## src/decode_cfg.svh

```systemverilog
// Decode stage sizes
`ifndef DECODE_CFG_SVH
`define DECODE_CFG_SVH

// Machine word and instruction width
`define DATA_WIDTH 16

// Architectural registers
`define REG_COUNT 8

// Opcode field at the top of the instruction
`define OPCODE_WIDTH 5

`endif

```

## src/isaPkg.sv

```systemverilog
// Instruction set types
`default_nettype none

package isaPkg;

	`include "decode_cfg.svh"

	// Raw fetched instruction
	typedef logic [`DATA_WIDTH-1:0] instrT;

	// Bits 15:11 of the instruction
	typedef logic [`OPCODE_WIDTH-1:0] opcodeT;

	typedef logic [$clog2(`REG_COUNT)-1:0] regIdxT;

	// Data path word, also carries the extended immediate
	typedef logic [`DATA_WIDTH-1:0] wordT;

	// R format function select, bits 1:0
	typedef logic [1:0] funcT;

	// Field layouts
	typedef enum logic [1:0] {
		fmtR,
		fmtI1,
		fmtI2,
		fmtJ
	} formatT;

endpackage

`default_nettype wire

```

## src/ctlPkg.sv

```systemverilog
// Control side types
`default_nettype none

package ctlPkg;

	// Order is fixed, the two R groups follow function select order
	typedef enum logic [4:0] {
		aluAdd,
		aluSub,
		aluXor,
		aluAndn,
		aluRol,
		aluSll,
		aluRor,
		aluSrl,
		aluSeq,
		aluSlt,
		aluSle,
		aluSco,
		aluBtr,
		aluLbi,
		aluSlbi,
		aluEqz,
		aluNez,
		aluLtz,
		aluGez,
		aluPass
	} aluOpT;

	typedef enum logic {
		stRun,
		stHalted
	} decStateT;

endpackage

`default_nettype wire

```

## src/ctlIf.sv

```systemverilog
// Decoded control bundle
`timescale 1ns/1ps
`default_nettype none

interface ctlIf import ctlPkg::*; ();

	logic regWrite;
	logic aluSrc;
	logic memWrite;
	logic memRead;
	logic memToReg;
	logic branch;
	logic jump;
	logic link;
	logic stu;
	aluOpT aluOp;
	logic halt;
	logic noOp;
	logic illegal;

	modport source (
		output regWrite, aluSrc, memWrite, memRead, memToReg, branch, jump,
		output link, stu, aluOp, halt, noOp, illegal
	);

	modport sink (
		input regWrite, aluSrc, memWrite, memRead, memToReg, branch, jump,
		input link, stu, aluOp, halt, noOp, illegal
	);

endinterface

`default_nettype wire

```

## src/opndIf.sv

```systemverilog
// Register indices and immediate
`timescale 1ns/1ps
`default_nettype none

interface opndIf import isaPkg::*; ();

	regIdxT rs;
	regIdxT rt;
	regIdxT rd;
	wordT imm;

	modport source (
		output rs, rt, rd, imm
	);

	modport sink (
		input rs, rt, rd, imm
	);

endinterface

`default_nettype wire

```

## src/controlDecoder.sv

```systemverilog
// Opcode and function decoder
`timescale 1ns/1ps
`default_nettype none

module controlDecoder import isaPkg::*, ctlPkg::*; (
	input instrT instr,
	ctlIf.source ctl
);

	opcodeT op;
	funcT func;

	assign op = instr[15:11];
	assign func = instr[1:0];

	// Arithmetic group when shift is low, rotate and shift group otherwise
	function automatic aluOpT pickOp(input logic shift, input funcT sel);
		aluOpT res;
		case ({shift, sel})
			3'b000: res = aluAdd;
			3'b001: res = aluSub;
			3'b010: res = aluXor;
			3'b011: res = aluAndn;
			3'b100: res = aluRol;
			3'b101: res = aluSll;
			3'b110: res = aluRor;
			default: res = aluSrl;
		endcase
		return res;
	endfunction

	always_comb begin
		ctl.regWrite = 1'b0;
		ctl.aluSrc = 1'b0;
		ctl.memWrite = 1'b0;
		ctl.memRead = 1'b0;
		ctl.memToReg = 1'b0;
		ctl.branch = 1'b0;
		ctl.jump = 1'b0;
		ctl.link = 1'b0;
		ctl.stu = 1'b0;
		ctl.aluOp = aluPass;
		ctl.halt = 1'b0;
		ctl.noOp = 1'b0;
		ctl.illegal = 1'b0;

		case (op)
			5'b00000: ctl.halt = 1'b1;
			5'b00001: ctl.noOp = 1'b1;
			// j and jal, target from the PC adder
			5'b00100, 5'b00110: begin
				ctl.jump = 1'b1;
				ctl.aluSrc = 1'b1;
				ctl.regWrite = op[1];
				ctl.link = op[1];
			end
			// jr and jalr, target is rs plus immediate
			5'b00101, 5'b00111: begin
				ctl.jump = 1'b1;
				ctl.aluSrc = 1'b1;
				ctl.regWrite = op[1];
				ctl.link = op[1];
				ctl.aluOp = aluAdd;
			end
			// addi subi xori andni
			5'b01000, 5'b01001, 5'b01010, 5'b01011: begin
				ctl.regWrite = 1'b1;
				ctl.aluSrc = 1'b1;
				ctl.aluOp = pickOp(1'b0, op[1:0]);
			end
			// Branch on rs against zero
			5'b01100, 5'b01101, 5'b01110, 5'b01111: begin
				ctl.branch = 1'b1;
				ctl.aluSrc = 1'b1;
				case (op[1:0])
					2'b00: ctl.aluOp = aluEqz;
					2'b01: ctl.aluOp = aluNez;
					2'b10: ctl.aluOp = aluLtz;
					default: ctl.aluOp = aluGez;
				endcase
			end
			5'b10000: begin
				ctl.aluSrc = 1'b1;
				ctl.memWrite = 1'b1;
				ctl.memToReg = 1'b1;
				ctl.aluOp = aluAdd;
			end
			5'b10001: begin
				ctl.regWrite = 1'b1;
				ctl.aluSrc = 1'b1;
				ctl.memRead = 1'b1;
				ctl.memToReg = 1'b1;
				ctl.aluOp = aluAdd;
			end
			5'b10010: begin
				ctl.regWrite = 1'b1;
				ctl.aluSrc = 1'b1;
				ctl.aluOp = aluSlbi;
			end
			// stu writes the updated address back to rs
			5'b10011: begin
				ctl.regWrite = 1'b1;
				ctl.aluSrc = 1'b1;
				ctl.memWrite = 1'b1;
				ctl.memToReg = 1'b1;
				ctl.stu = 1'b1;
				ctl.aluOp = aluAdd;
			end
			5'b10100, 5'b10101, 5'b10110, 5'b10111: begin
				ctl.regWrite = 1'b1;
				ctl.aluSrc = 1'b1;
				ctl.aluOp = pickOp(1'b1, op[1:0]);
			end
			5'b11000: begin
				ctl.regWrite = 1'b1;
				ctl.aluSrc = 1'b1;
				ctl.aluOp = aluLbi;
			end
			5'b11001: begin
				ctl.regWrite = 1'b1;
				ctl.aluOp = aluBtr;
			end
			// R format, function bits pick the operation
			5'b11010, 5'b11011: begin
				ctl.regWrite = 1'b1;
				ctl.aluOp = pickOp(~op[0], func);
			end
			5'b11100, 5'b11101, 5'b11110, 5'b11111: begin
				ctl.regWrite = 1'b1;
				ctl.aluOp = aluOpT'(5'd8 + {3'b000, op[1:0]});
			end
			// siic and rti are not supported
			default: ctl.illegal = 1'b1;
		endcase
	end

endmodule

`default_nettype wire

```

## src/operandDecoder.sv

```systemverilog
// Register field and immediate extraction
`timescale 1ns/1ps
`default_nettype none

`include "decode_cfg.svh"

module operandDecoder import isaPkg::*; (
	input instrT instr,
	opndIf.source opnd
);

	localparam regIdxT LinkReg = regIdxT'(`REG_COUNT - 1);

	opcodeT op;
	formatT fmt;
	logic zeroExt;

	assign op = instr[15:11];

	// First match wins, slbi sits inside the 100?? memory block
	always_comb begin
		casez (op)
			5'b00100, 5'b00110: fmt = fmtJ;
			5'b10010, 5'b11000, 5'b011??, 5'b00101, 5'b00111: fmt = fmtI2;
			5'b010??, 5'b100??, 5'b101??: fmt = fmtI1;
			default: fmt = fmtR;
		endcase
	end

	// xori, andni and slbi take unsigned immediates
	assign zeroExt = (op == 5'b01010) || (op == 5'b01011) || (op == 5'b10010);

	assign opnd.rs = instr[10:8];
	assign opnd.rt = instr[7:5];

	always_comb begin
		case (fmt)
			fmtR: opnd.rd = instr[4:2];
			fmtI1: opnd.rd = instr[7:5];
			default: opnd.rd = instr[10:8];
		endcase
		// jal and jalr
		if (op[4:1] == 4'b0011) begin
			opnd.rd = LinkReg;
		end
	end

	always_comb begin
		case (fmt)
			fmtI1: begin
				opnd.imm = {{(`DATA_WIDTH-5){instr[4] & ~zeroExt}}, instr[4:0]};
			end
			fmtI2: begin
				opnd.imm = {{(`DATA_WIDTH-8){instr[7] & ~zeroExt}}, instr[7:0]};
			end
			fmtJ: begin
				opnd.imm = {{(`DATA_WIDTH-11){instr[10]}}, instr[10:0]};
			end
			default: opnd.imm = '0;
		endcase
	end

endmodule

`default_nettype wire

```

## src/decodeRegister.sv

```systemverilog
// Registered decode word
`timescale 1ns/1ps
`default_nettype none

module decodeRegister import isaPkg::*, ctlPkg::*; (
	input logic clk,
	input logic arstN,
	input logic instrValid,
	input logic stall,
	ctlIf.sink ctl,
	opndIf.sink opnd,
	output logic outValid,
	output logic regWrite,
	output logic aluSrc,
	output logic memWrite,
	output logic memRead,
	output logic memToReg,
	output logic branch,
	output logic jump,
	output logic link,
	output logic stu,
	output logic illegal,
	output logic halted,
	output aluOpT aluOp,
	output regIdxT rs,
	output regIdxT rt,
	output regIdxT rd,
	output wordT imm
);

	decStateT state;
	decStateT nextState;
	logic accept;
	logic writeOk;

	// Nothing is taken once halted
	assign accept = instrValid && !stall && (state == stRun);
	assign writeOk = accept && !ctl.illegal && !ctl.noOp;
	assign halted = (state == stHalted);

	always_comb begin
		nextState = state;
		case (state)
			stRun: if (accept && ctl.halt) nextState = stHalted;
			stHalted: nextState = stHalted;
			default: nextState = stRun;
		endcase
	end

	always_ff @(posedge clk or negedge arstN) begin
		if (!arstN) begin
			state <= stRun;
			outValid <= 1'b0;
			regWrite <= 1'b0;
			memWrite <= 1'b0;
			memRead <= 1'b0;
			branch <= 1'b0;
			jump <= 1'b0;
			illegal <= 1'b0;
		end else if (!stall) begin
			state <= nextState;
			outValid <= accept;
			regWrite <= writeOk && ctl.regWrite;
			memWrite <= writeOk && ctl.memWrite;
			memRead <= accept && ctl.memRead;
			branch <= accept && ctl.branch;
			jump <= accept && ctl.jump;
			illegal <= accept && ctl.illegal;
		end
	end

	// Operand and qualifier fields follow the decoders
	always_ff @(posedge clk) begin
		if (!stall) begin
			aluSrc <= ctl.aluSrc;
			memToReg <= ctl.memToReg;
			link <= ctl.link;
			stu <= ctl.stu;
			aluOp <= ctl.aluOp;
			rs <= opnd.rs;
			rt <= opnd.rt;
			rd <= opnd.rd;
			imm <= opnd.imm;
		end
	end

endmodule

`default_nettype wire

```

## src/decodeStage.sv

```systemverilog
// Instruction decode stage
`timescale 1ns/1ps
`default_nettype none

module decodeStage import isaPkg::*, ctlPkg::*; (
	input logic clk,
	input logic arstN,
	input instrT instr,
	input logic instrValid,
	input logic stall,
	output logic outValid,
	output logic regWrite,
	output logic aluSrc,
	output logic memWrite,
	output logic memRead,
	output logic memToReg,
	output logic branch,
	output logic jump,
	output logic link,
	output logic stu,
	output logic illegal,
	output logic halted,
	output aluOpT aluOp,
	output regIdxT rs,
	output regIdxT rt,
	output regIdxT rd,
	output wordT imm
);

	ctlIf ctlBus ();
	opndIf opndBus ();

	// Both decoders see the same instruction
	controlDecoder ctlDec0 (
		.instr(instr),
		.ctl(ctlBus.source)
	);

	operandDecoder opndDec0 (
		.instr(instr),
		.opnd(opndBus.source)
	);

	decodeRegister decReg0 (
		.clk(clk),
		.arstN(arstN),
		.instrValid(instrValid),
		.stall(stall),
		.ctl(ctlBus.sink),
		.opnd(opndBus.sink),
		.outValid(outValid),
		.regWrite(regWrite),
		.aluSrc(aluSrc),
		.memWrite(memWrite),
		.memRead(memRead),
		.memToReg(memToReg),
		.branch(branch),
		.jump(jump),
		.link(link),
		.stu(stu),
		.illegal(illegal),
		.halted(halted),
		.aluOp(aluOp),
		.rs(rs),
		.rt(rt),
		.rd(rd),
		.imm(imm)
	);

endmodule

`default_nettype wire

```

## config.mk

```make
export PLATFORM = sky130hd
export DESIGN_NAME = decodeStage
export DESIGN_NICKNAME = d
export VERILOG_FILES = /design/src/isaPkg.sv /design/src/ctlPkg.sv /design/src/ctlIf.sv /design/src/opndIf.sv /design/src/controlDecoder.sv /design/src/operandDecoder.sv /design/src/decodeRegister.sv /design/src/decodeStage.sv
export VERILOG_INCLUDE_DIRS = /design/src
export SDC_FILE = /design/constraint.sdc
export NUM_CORES = 1
export LEC_CHECK = 0
export BUFFER_PORTS_ARGS = -buffer_cell sky130_fd_sc_hd__buf_2
export CORE_ASPECT_RATIO = 1.5
export CORE_UTILIZATION = 55
export DETAILED_ROUTE_END_ITERATION = 16
export PLACE_DENSITY = 0.89
export SETUP_SLACK_MARGIN = 0.05
export SLEW_MARGIN = 0
export SYNTH_ARGS = -nofsm -noshare
export SYNTH_HDL_FRONTEND = slang
export SYNTH_SLANG_ARGS = --single-unit
```

## constraint.sdc

```tcl
create_clock -name clk -period 2.25 [get_ports clk]
set_input_delay 0.225 -clock clk [delete_from_list [all_inputs] [get_ports clk]]
set_output_delay 0.225 -clock clk [all_outputs]
set_load 0.03 [all_outputs]
```

==> impl_metrics.ini, run 1 <==
[cells_and_area]
area_delta_synth_final_pct = 19.3
stdcell_count = 294
postLayoutCellArea_um2 = 2560
drive_above_1_share_pct = 31.5
fin_nets = 276
n_antenna_cell = 0
multi_input_area_um2 = 901
seqCellArea_um2 = 1070
fillers = 299

[setup_path]
r2r_cells = 4
startpoint_type = input port
cp_max_fo = 11
reg2reg_slack_ns = 0.87
reg2reg_from = decReg0.halted
cp_data_arrival_time_ns = 1.94
r2r-end = decReg0.regWrite
crit_type = in2reg
worstSetupEndpointType = register
required_ns = 2.27

[die]
num_rows = 27
die-area_um2 = 4170
core_um2 = 3720
io_pins = 62
die_h_um = 78.5
die_x_um = 53.0
start_util_pct = 57.8

[synth]
syn_area_per_cell_um2 = 11.0
synth_seq_cells = 37
syn_area_um2 = 2150
ys_warn_count = 0
synth_top_area_cell = edfxtp_1
syn_inst = 195
synth_area_leaders = edfxtp_1 (41%), dfrtp_1 (9.3%), mux2i_1 (3.7%)
yosys_most_used_dff = edfxtp_1
synthArstFlopShare_pct = 21.6
syn_nets = 221
yosysUniqueCellTypes = 48
yosys.area.top_type_share_pct = 40.5
ys_seq_area_share_pct = 49.9
synth-edff-count = 29

[global_route]
grt_usage_pct = 26.4
grt_pass1_vias = 1735
grt_max_degree = 29
grt_pass1_wl_um = 7930
grt-ovfl-total = 0
antenna_found_initial = 0

[placed_design]
io_buffer_count = 61
finalWeightedCongestion = 0.920
dp_hpwl_um = 3670
placed_area_um2 = 2410
dp_cells = 285

[timing]
skew_ns = 0.00181
hold_slack_ns = 0.137
drv_slew = 0
worst_pin_slew_ns = 0.620
slew_headroom_pct = 58.6
rsz0062_at_grt = no
setup_viol_count_final = 0
finalSetupTns_ns = 0
fmax_ghz = 0.522
period_share_pct = 85.2
hold_viol = 0
period_minus_slack_ns = 1.92

[cts]
cts_buffers = 5
cts-root-buf = clkbuf_8
numClockSinks = 37
htreeDepth = 2
cts_tree = built
cts_resized = 0
clk_pin_slew_worst_paths_ns = 0.07
clock_path_buffers = 2
worstSkewPairLatency_ns = 0.29

[routing]
ant_nets = 0
vias = 1779
routed_wl_um = 4970
first_pass_iters = 4
wl_per_cell_um = 16.9
route.detailed.drc = 0
drt_iter0_drc = 87
vias_per_cell = 6.05

[job]
maxCapViolCount = 0

[hold_path]
worstHoldStart = instr[8]
hold-path-cell-count = 1
hold_path_class = in2reg
hold_path_end = decReg0.rs[0]

[power]
p_leak_nw = 1.13
power_density_nw_per_um2 = 772
vdd_ir_drop_max_v = 0.000529
p_total_mw = 1.98

[outcome]
status = complete, no violations
## what timing repair did
item	CTS	global route
hold buffers	1	0
buffers inserted	0	0
hold endpoints to repair	8	0
## final cells by class
class / count / area share (%)
well taps: 43 / 2.10
inverters: 11 / 1.61
flip-flops and latches: 37 / 41.8
multi-input cells: 129 / 35.2
repair buffers: 66 / 14.0
clock buffers: 5 / 2.69
clock inverters: 3 / 2.69
## flip-flops by register name, indices dropped and copies added (netlist names)
register          cells
decReg0.imm          11
decReg0.aluOp         5
decReg0.rd            3
decReg0.rs            3
decReg0.rt            3
decReg0.aluSrc        1
decReg0.branch        1
decReg0.halted        1
decReg0.illegal       1
decReg0.jump          1
decReg0.link          1
decReg0.memRead       1
decReg0.memToReg      1
decReg0.memWrite      1
decReg0.outValid      1
decReg0.regWrite      1
decReg0.stu           1
## stage by stage
step	util, %	worst slack [ns]
floorplan	-	0.636
global placement	65.0	0.211
detailed placement	65.0	0.0889
CTS	69.0	0.359
global route	69.0	0.207
finish	69.0	0.334
## cells in the final DEF (no fill, tap or decap), types with 7 or more instances in the layout
cell type,synthesis,final
inv_1,11,11
edfxtp_1,29,29
mux2i_1,8,8
buf_2,3,61
dfrtp_1,8,8
nor2_1,10,10
nand2_1,13,13
nor3_1,7,7
a21oi_1,10,10
o21ai_0,9,9
## where the power goes
| part | internal [mW] | switching [mW] | total [mW] |
|---|---|---|---|
| Sequential | 0.809 | 0.0188 | 0.828 |
| Combinational | 0.141 | 0.316 | 0.457 |
| Clock | 0.446 | 0.248 | 0.694 |
## synthesized netlist by cell type, drive strengths merged (2+ instances only)
| master | count |
|---|---|
| a21oi | 10 |
| a221oi | 5 |
| a22o | 4 |
| a2bb2oi | 2 |
| a32o | 2 |
| and2 | 6 |
| buf | 17 |
| dfrtp | 8 |
| edfxtp | 29 |
| ha | 6 |
| inv | 11 |
| mux2i | 8 |
| nand2 | 13 |
| nand2b | 4 |
| nand3 | 2 |
| nand3b | 2 |
| nor2 | 10 |
| nor2b | 3 |
| nor3 | 7 |
| nor3b | 3 |
| nor4 | 2 |
| o211ai | 6 |
| o21ai | 13 |
| o22ai | 2 |
| o31ai | 3 |
| o41ai | 4 |
## logic make-up after synthesis
| family | after synthesis | share of synthesized area (%) |
|---|---|---|
| and+or+nand+nor | 55 | 13.8 |
| DFF | 37 | 49.9 |
| buffers and inverters | 29 | 8.21 |
| muxes | 8 | 3.73 |
| adders and majority gates | 6 | 3.49 |
| AOI/OAI and AO/OA | 60 | 20.9 |
## critical path, stage by stage
cell and delay, ns:
buf_2 0.14, inv_1 0.11, ha_1 0.44, o21ai_0 0.27
o21a_1 0.24, o2111ai_1 0.33, o211ai_1 0.17
## how the worst max path moves through the flow
stage               startpoint                to  slack, ns  cells after the start
global placement     instr[11]    decReg0.imm[9]       0.21                      7
CTS                  instr[11]    decReg0.imm[9]       0.36                      7
global route         instr[11]    decReg0.imm[9]       0.21                      7
detailed placement   instr[11]    decReg0.imm[9]       0.09                      7
finish               instr[11]    decReg0.imm[9]       0.33                      7
floorplan            instr[11]  decReg0.aluOp[0]       0.64                      7
## per-layer routing
layer | track usage, % | routed length [um] | part of all wire [%] | vias up
met5 | 0 | 0 | 0 | -
met4 | 17.6 | 199 | 4.0 | 0
met3 | 4.26 | 273 | 5.5 | 18
met2 | 45.7 | 2750 | 55 | 86
met1 | 28.1 | 1740 | 35 | 837
li1 | - | - | - | 838
No activity file was read; power rests on OpenSTA's default activity.
==> run 2, diff against run 1 <==
--- a/config.mk
+++ b/config.mk
@@ -10,6 +10,7 @@
 export CORE_ASPECT_RATIO = 1.5
 export CORE_UTILIZATION = 55
 export DETAILED_ROUTE_END_ITERATION = 16
+export GPL_TIMING_DRIVEN = 0
 export PLACE_DENSITY = 0.89
 export SETUP_SLACK_MARGIN = 0.05
 export SLEW_MARGIN = 0
==> run 2 against run 1 <==
Sequential share of layout area decreased by 0.70 points; critical path depth unchanged; worst hold slack improved by 0.019 ns; die area unchanged; combinational power increased by 5.3%; largest power group unchanged.
==> impl_metrics.ini, run 2 (synthesis results as in run 1) <==
[routing]
first_pass_iters = 4
ant_nets = 0
vias = 1884
route.detailed.drc = 0
vias_per_cell = 6.14
routed_wl_um = 5360
wl_per_cell_um = 17.4
drt_iter0_drc = 135

[cells_and_area]
top_regs = decReg0.imm (11), decReg0.aluOp (5)
regMostFlops = decReg0.imm
largest_register_ff_count = 11
area_delta_synth_final_pct = 21.3
n_antenna_cell = 0
fin_nets = 289
final_common_cell = buf_2
stdcell_count = 307
layout_common_cells = buf_2 (63), edfxtp_1 (29), nand2_1 (13), inv_1 (11)
drive_above_1_share_pct = 33.7

[setup_path]
crit_type = in2reg
worstSetupEndpointType = register
cp_max_fo = 10
required_ns = 2.38
cp_data_arrival_time_ns = 1.99
startpoint_type = input port

[power]
vdd_ir_drop_max_v = 0.000603
p_sw_mw = 0.577
power_density_nw_per_um2 = 688
p_leak_nw = 1.16
clkPwrFrac_pct = 26.9
power_frac_comb_pct = 26.8
p_seq_share_pct = 46.3
power.internal_mw = 1.22
p_total_mw = 1.79
switching_share_pct = 32.2

[cts]
cts_buffers = 5
worstSkewPairLatency_ns = 0.29
htreeDepth = 2
cts-root-buf = clkbuf_8
cts_tree = built
numClockSinks = 37
clk_pin_slew_worst_paths_ns = 0.07
post_cts_buffers = 0
clock_path_buffers = 2

[timing]
drv_slew = 0
finalSetupTns_ns = 0
timing.final.ws_setup_ns = 0.387
period_minus_slack_ns = 1.86
hold_slack_ns = 0.156
setup_viol_count_final = 0
worst_pin_slew_ns = 1.16
fmax_ghz = 0.537
skew_ns = 0.00394
rsz0062_at_grt = no
slew_headroom_pct = 22.4
period_share_pct = 82.8
hold_viol = 0

[global_route]
grt_usage_pct = 28.3
grt_max_degree = 31
grt_pass1_wl_um = 8430
antenna_found_initial = 0
grt-ovfl-total = 0
grt_pass1_vias = 1779

[outcome]
status = complete, no violations

[hold_path]
hold_path_class = in2reg

[die]
core_um2 = 3720
die_h_um = 78.5
start_util_pct = 57.8
io_pins = 62
num_rows = 27
die_x_um = 53.0
die-area_um2 = 4170

[placed_design]
dp_cells = 298
dp_hpwl_um = 3860
finalWeightedCongestion = 0.917
io_buffer_count = 60
place_ws_ns = 0.168

[job]
maxCapViolCount = 0
run 2: cell types whose count changed in the layout (fill, tap and decap cells not counted):
| cell | previous run | this run |
|---|---|---|
| bufinv_16 | 2 | 0 |
| inv_6 | 1 | 0 |
| buf_2 | 61 | 63 |
| buf_6 | 0 | 4 |
| buf_12 | 1 | 0 |
| buf_1 | 0 | 1 |
| buf_4 | 3 | 9 |
| clkbuf_8 | 5 | 6 |
| clkbuf_1 | 0 | 2 |
| clkinvlp_4 | 0 | 1 |
run 2: repair_timing:
action / 4_1_cts / 5_1_grt
hold endpoints to repair: 8 / 0
resized for setup: 0 / 0
hold buffers: 1 / 0
run 2: path summary, 6_finish.rpt:
check / startpoint / end / slack [ns] / cells after the start
worst max-delay path: instr[12] / decReg0.aluOp[1] / 0.39 / 7
worst min-delay path: instr[9] / decReg0.rs[1] / 0.16 / 1
worst max register to register: decReg0.halted / decReg0.regWrite / 0.85 / 4
worst min register to register: decReg0.branch / decReg0.branch / 0.48 / 2
max in group asynchronous: arstN / decReg0.illegal / 1.78 / 2
min in group asynchronous: arstN / decReg0.halted / 0.30 / 2
run 2: cell type report:
class	count	area (um2)
plain buffers	18	135
fillers	292	1110
multi-input cells	129	901
flip-flops and latches	37	1070
well taps	43	53.8
clock buffers	7	86.3
repair buffers	61	310
clock inverters	1	7.51
inverters	11	41.3
run 2: critical path, stage by stage:
cell      delay (ns)
buf_2           0.18
inv_1           0.15
ha_1            0.22
buf_6           0.15
nor4_2          0.75
a211oi_1        0.17
o211ai_1        0.15
run 2: power groups by stage:
| stage | Sequential (mW) | Combinational, mW | Clock (mW) |
|---|---|---|---|
| finish | 0.830 | 0.481 | 0.482 |
| global route | 0.836 | 0.516 | 0.499 |
| CTS | 0.831 | 0.479 | 0.487 |
| detailed placement | 0.845 | 0.475 | 0 |
| global placement | 0.841 | 0.467 | 0 |
| floorplan | 0.973 | 0.207 | 0 |
run 2: stage by stage:
stage          area, um2  util (%)
6_report            2610      70.1
5_1_grt             2610      70.1
4_1_cts             2610      70.1
3_5_place_dp        2500      67.3
3_3_place_gp        2500      67.3
2_1_floorplan       2150         -
run 2: metal layers:
metal	vias up	track usage, %	part of all wire (%)
met5	-	0	0
met3	28	5.62	7.5
met2	109	45.7	52
met1	882	32.8	36
met4	0	18.2	4.9
li1	865	-	-
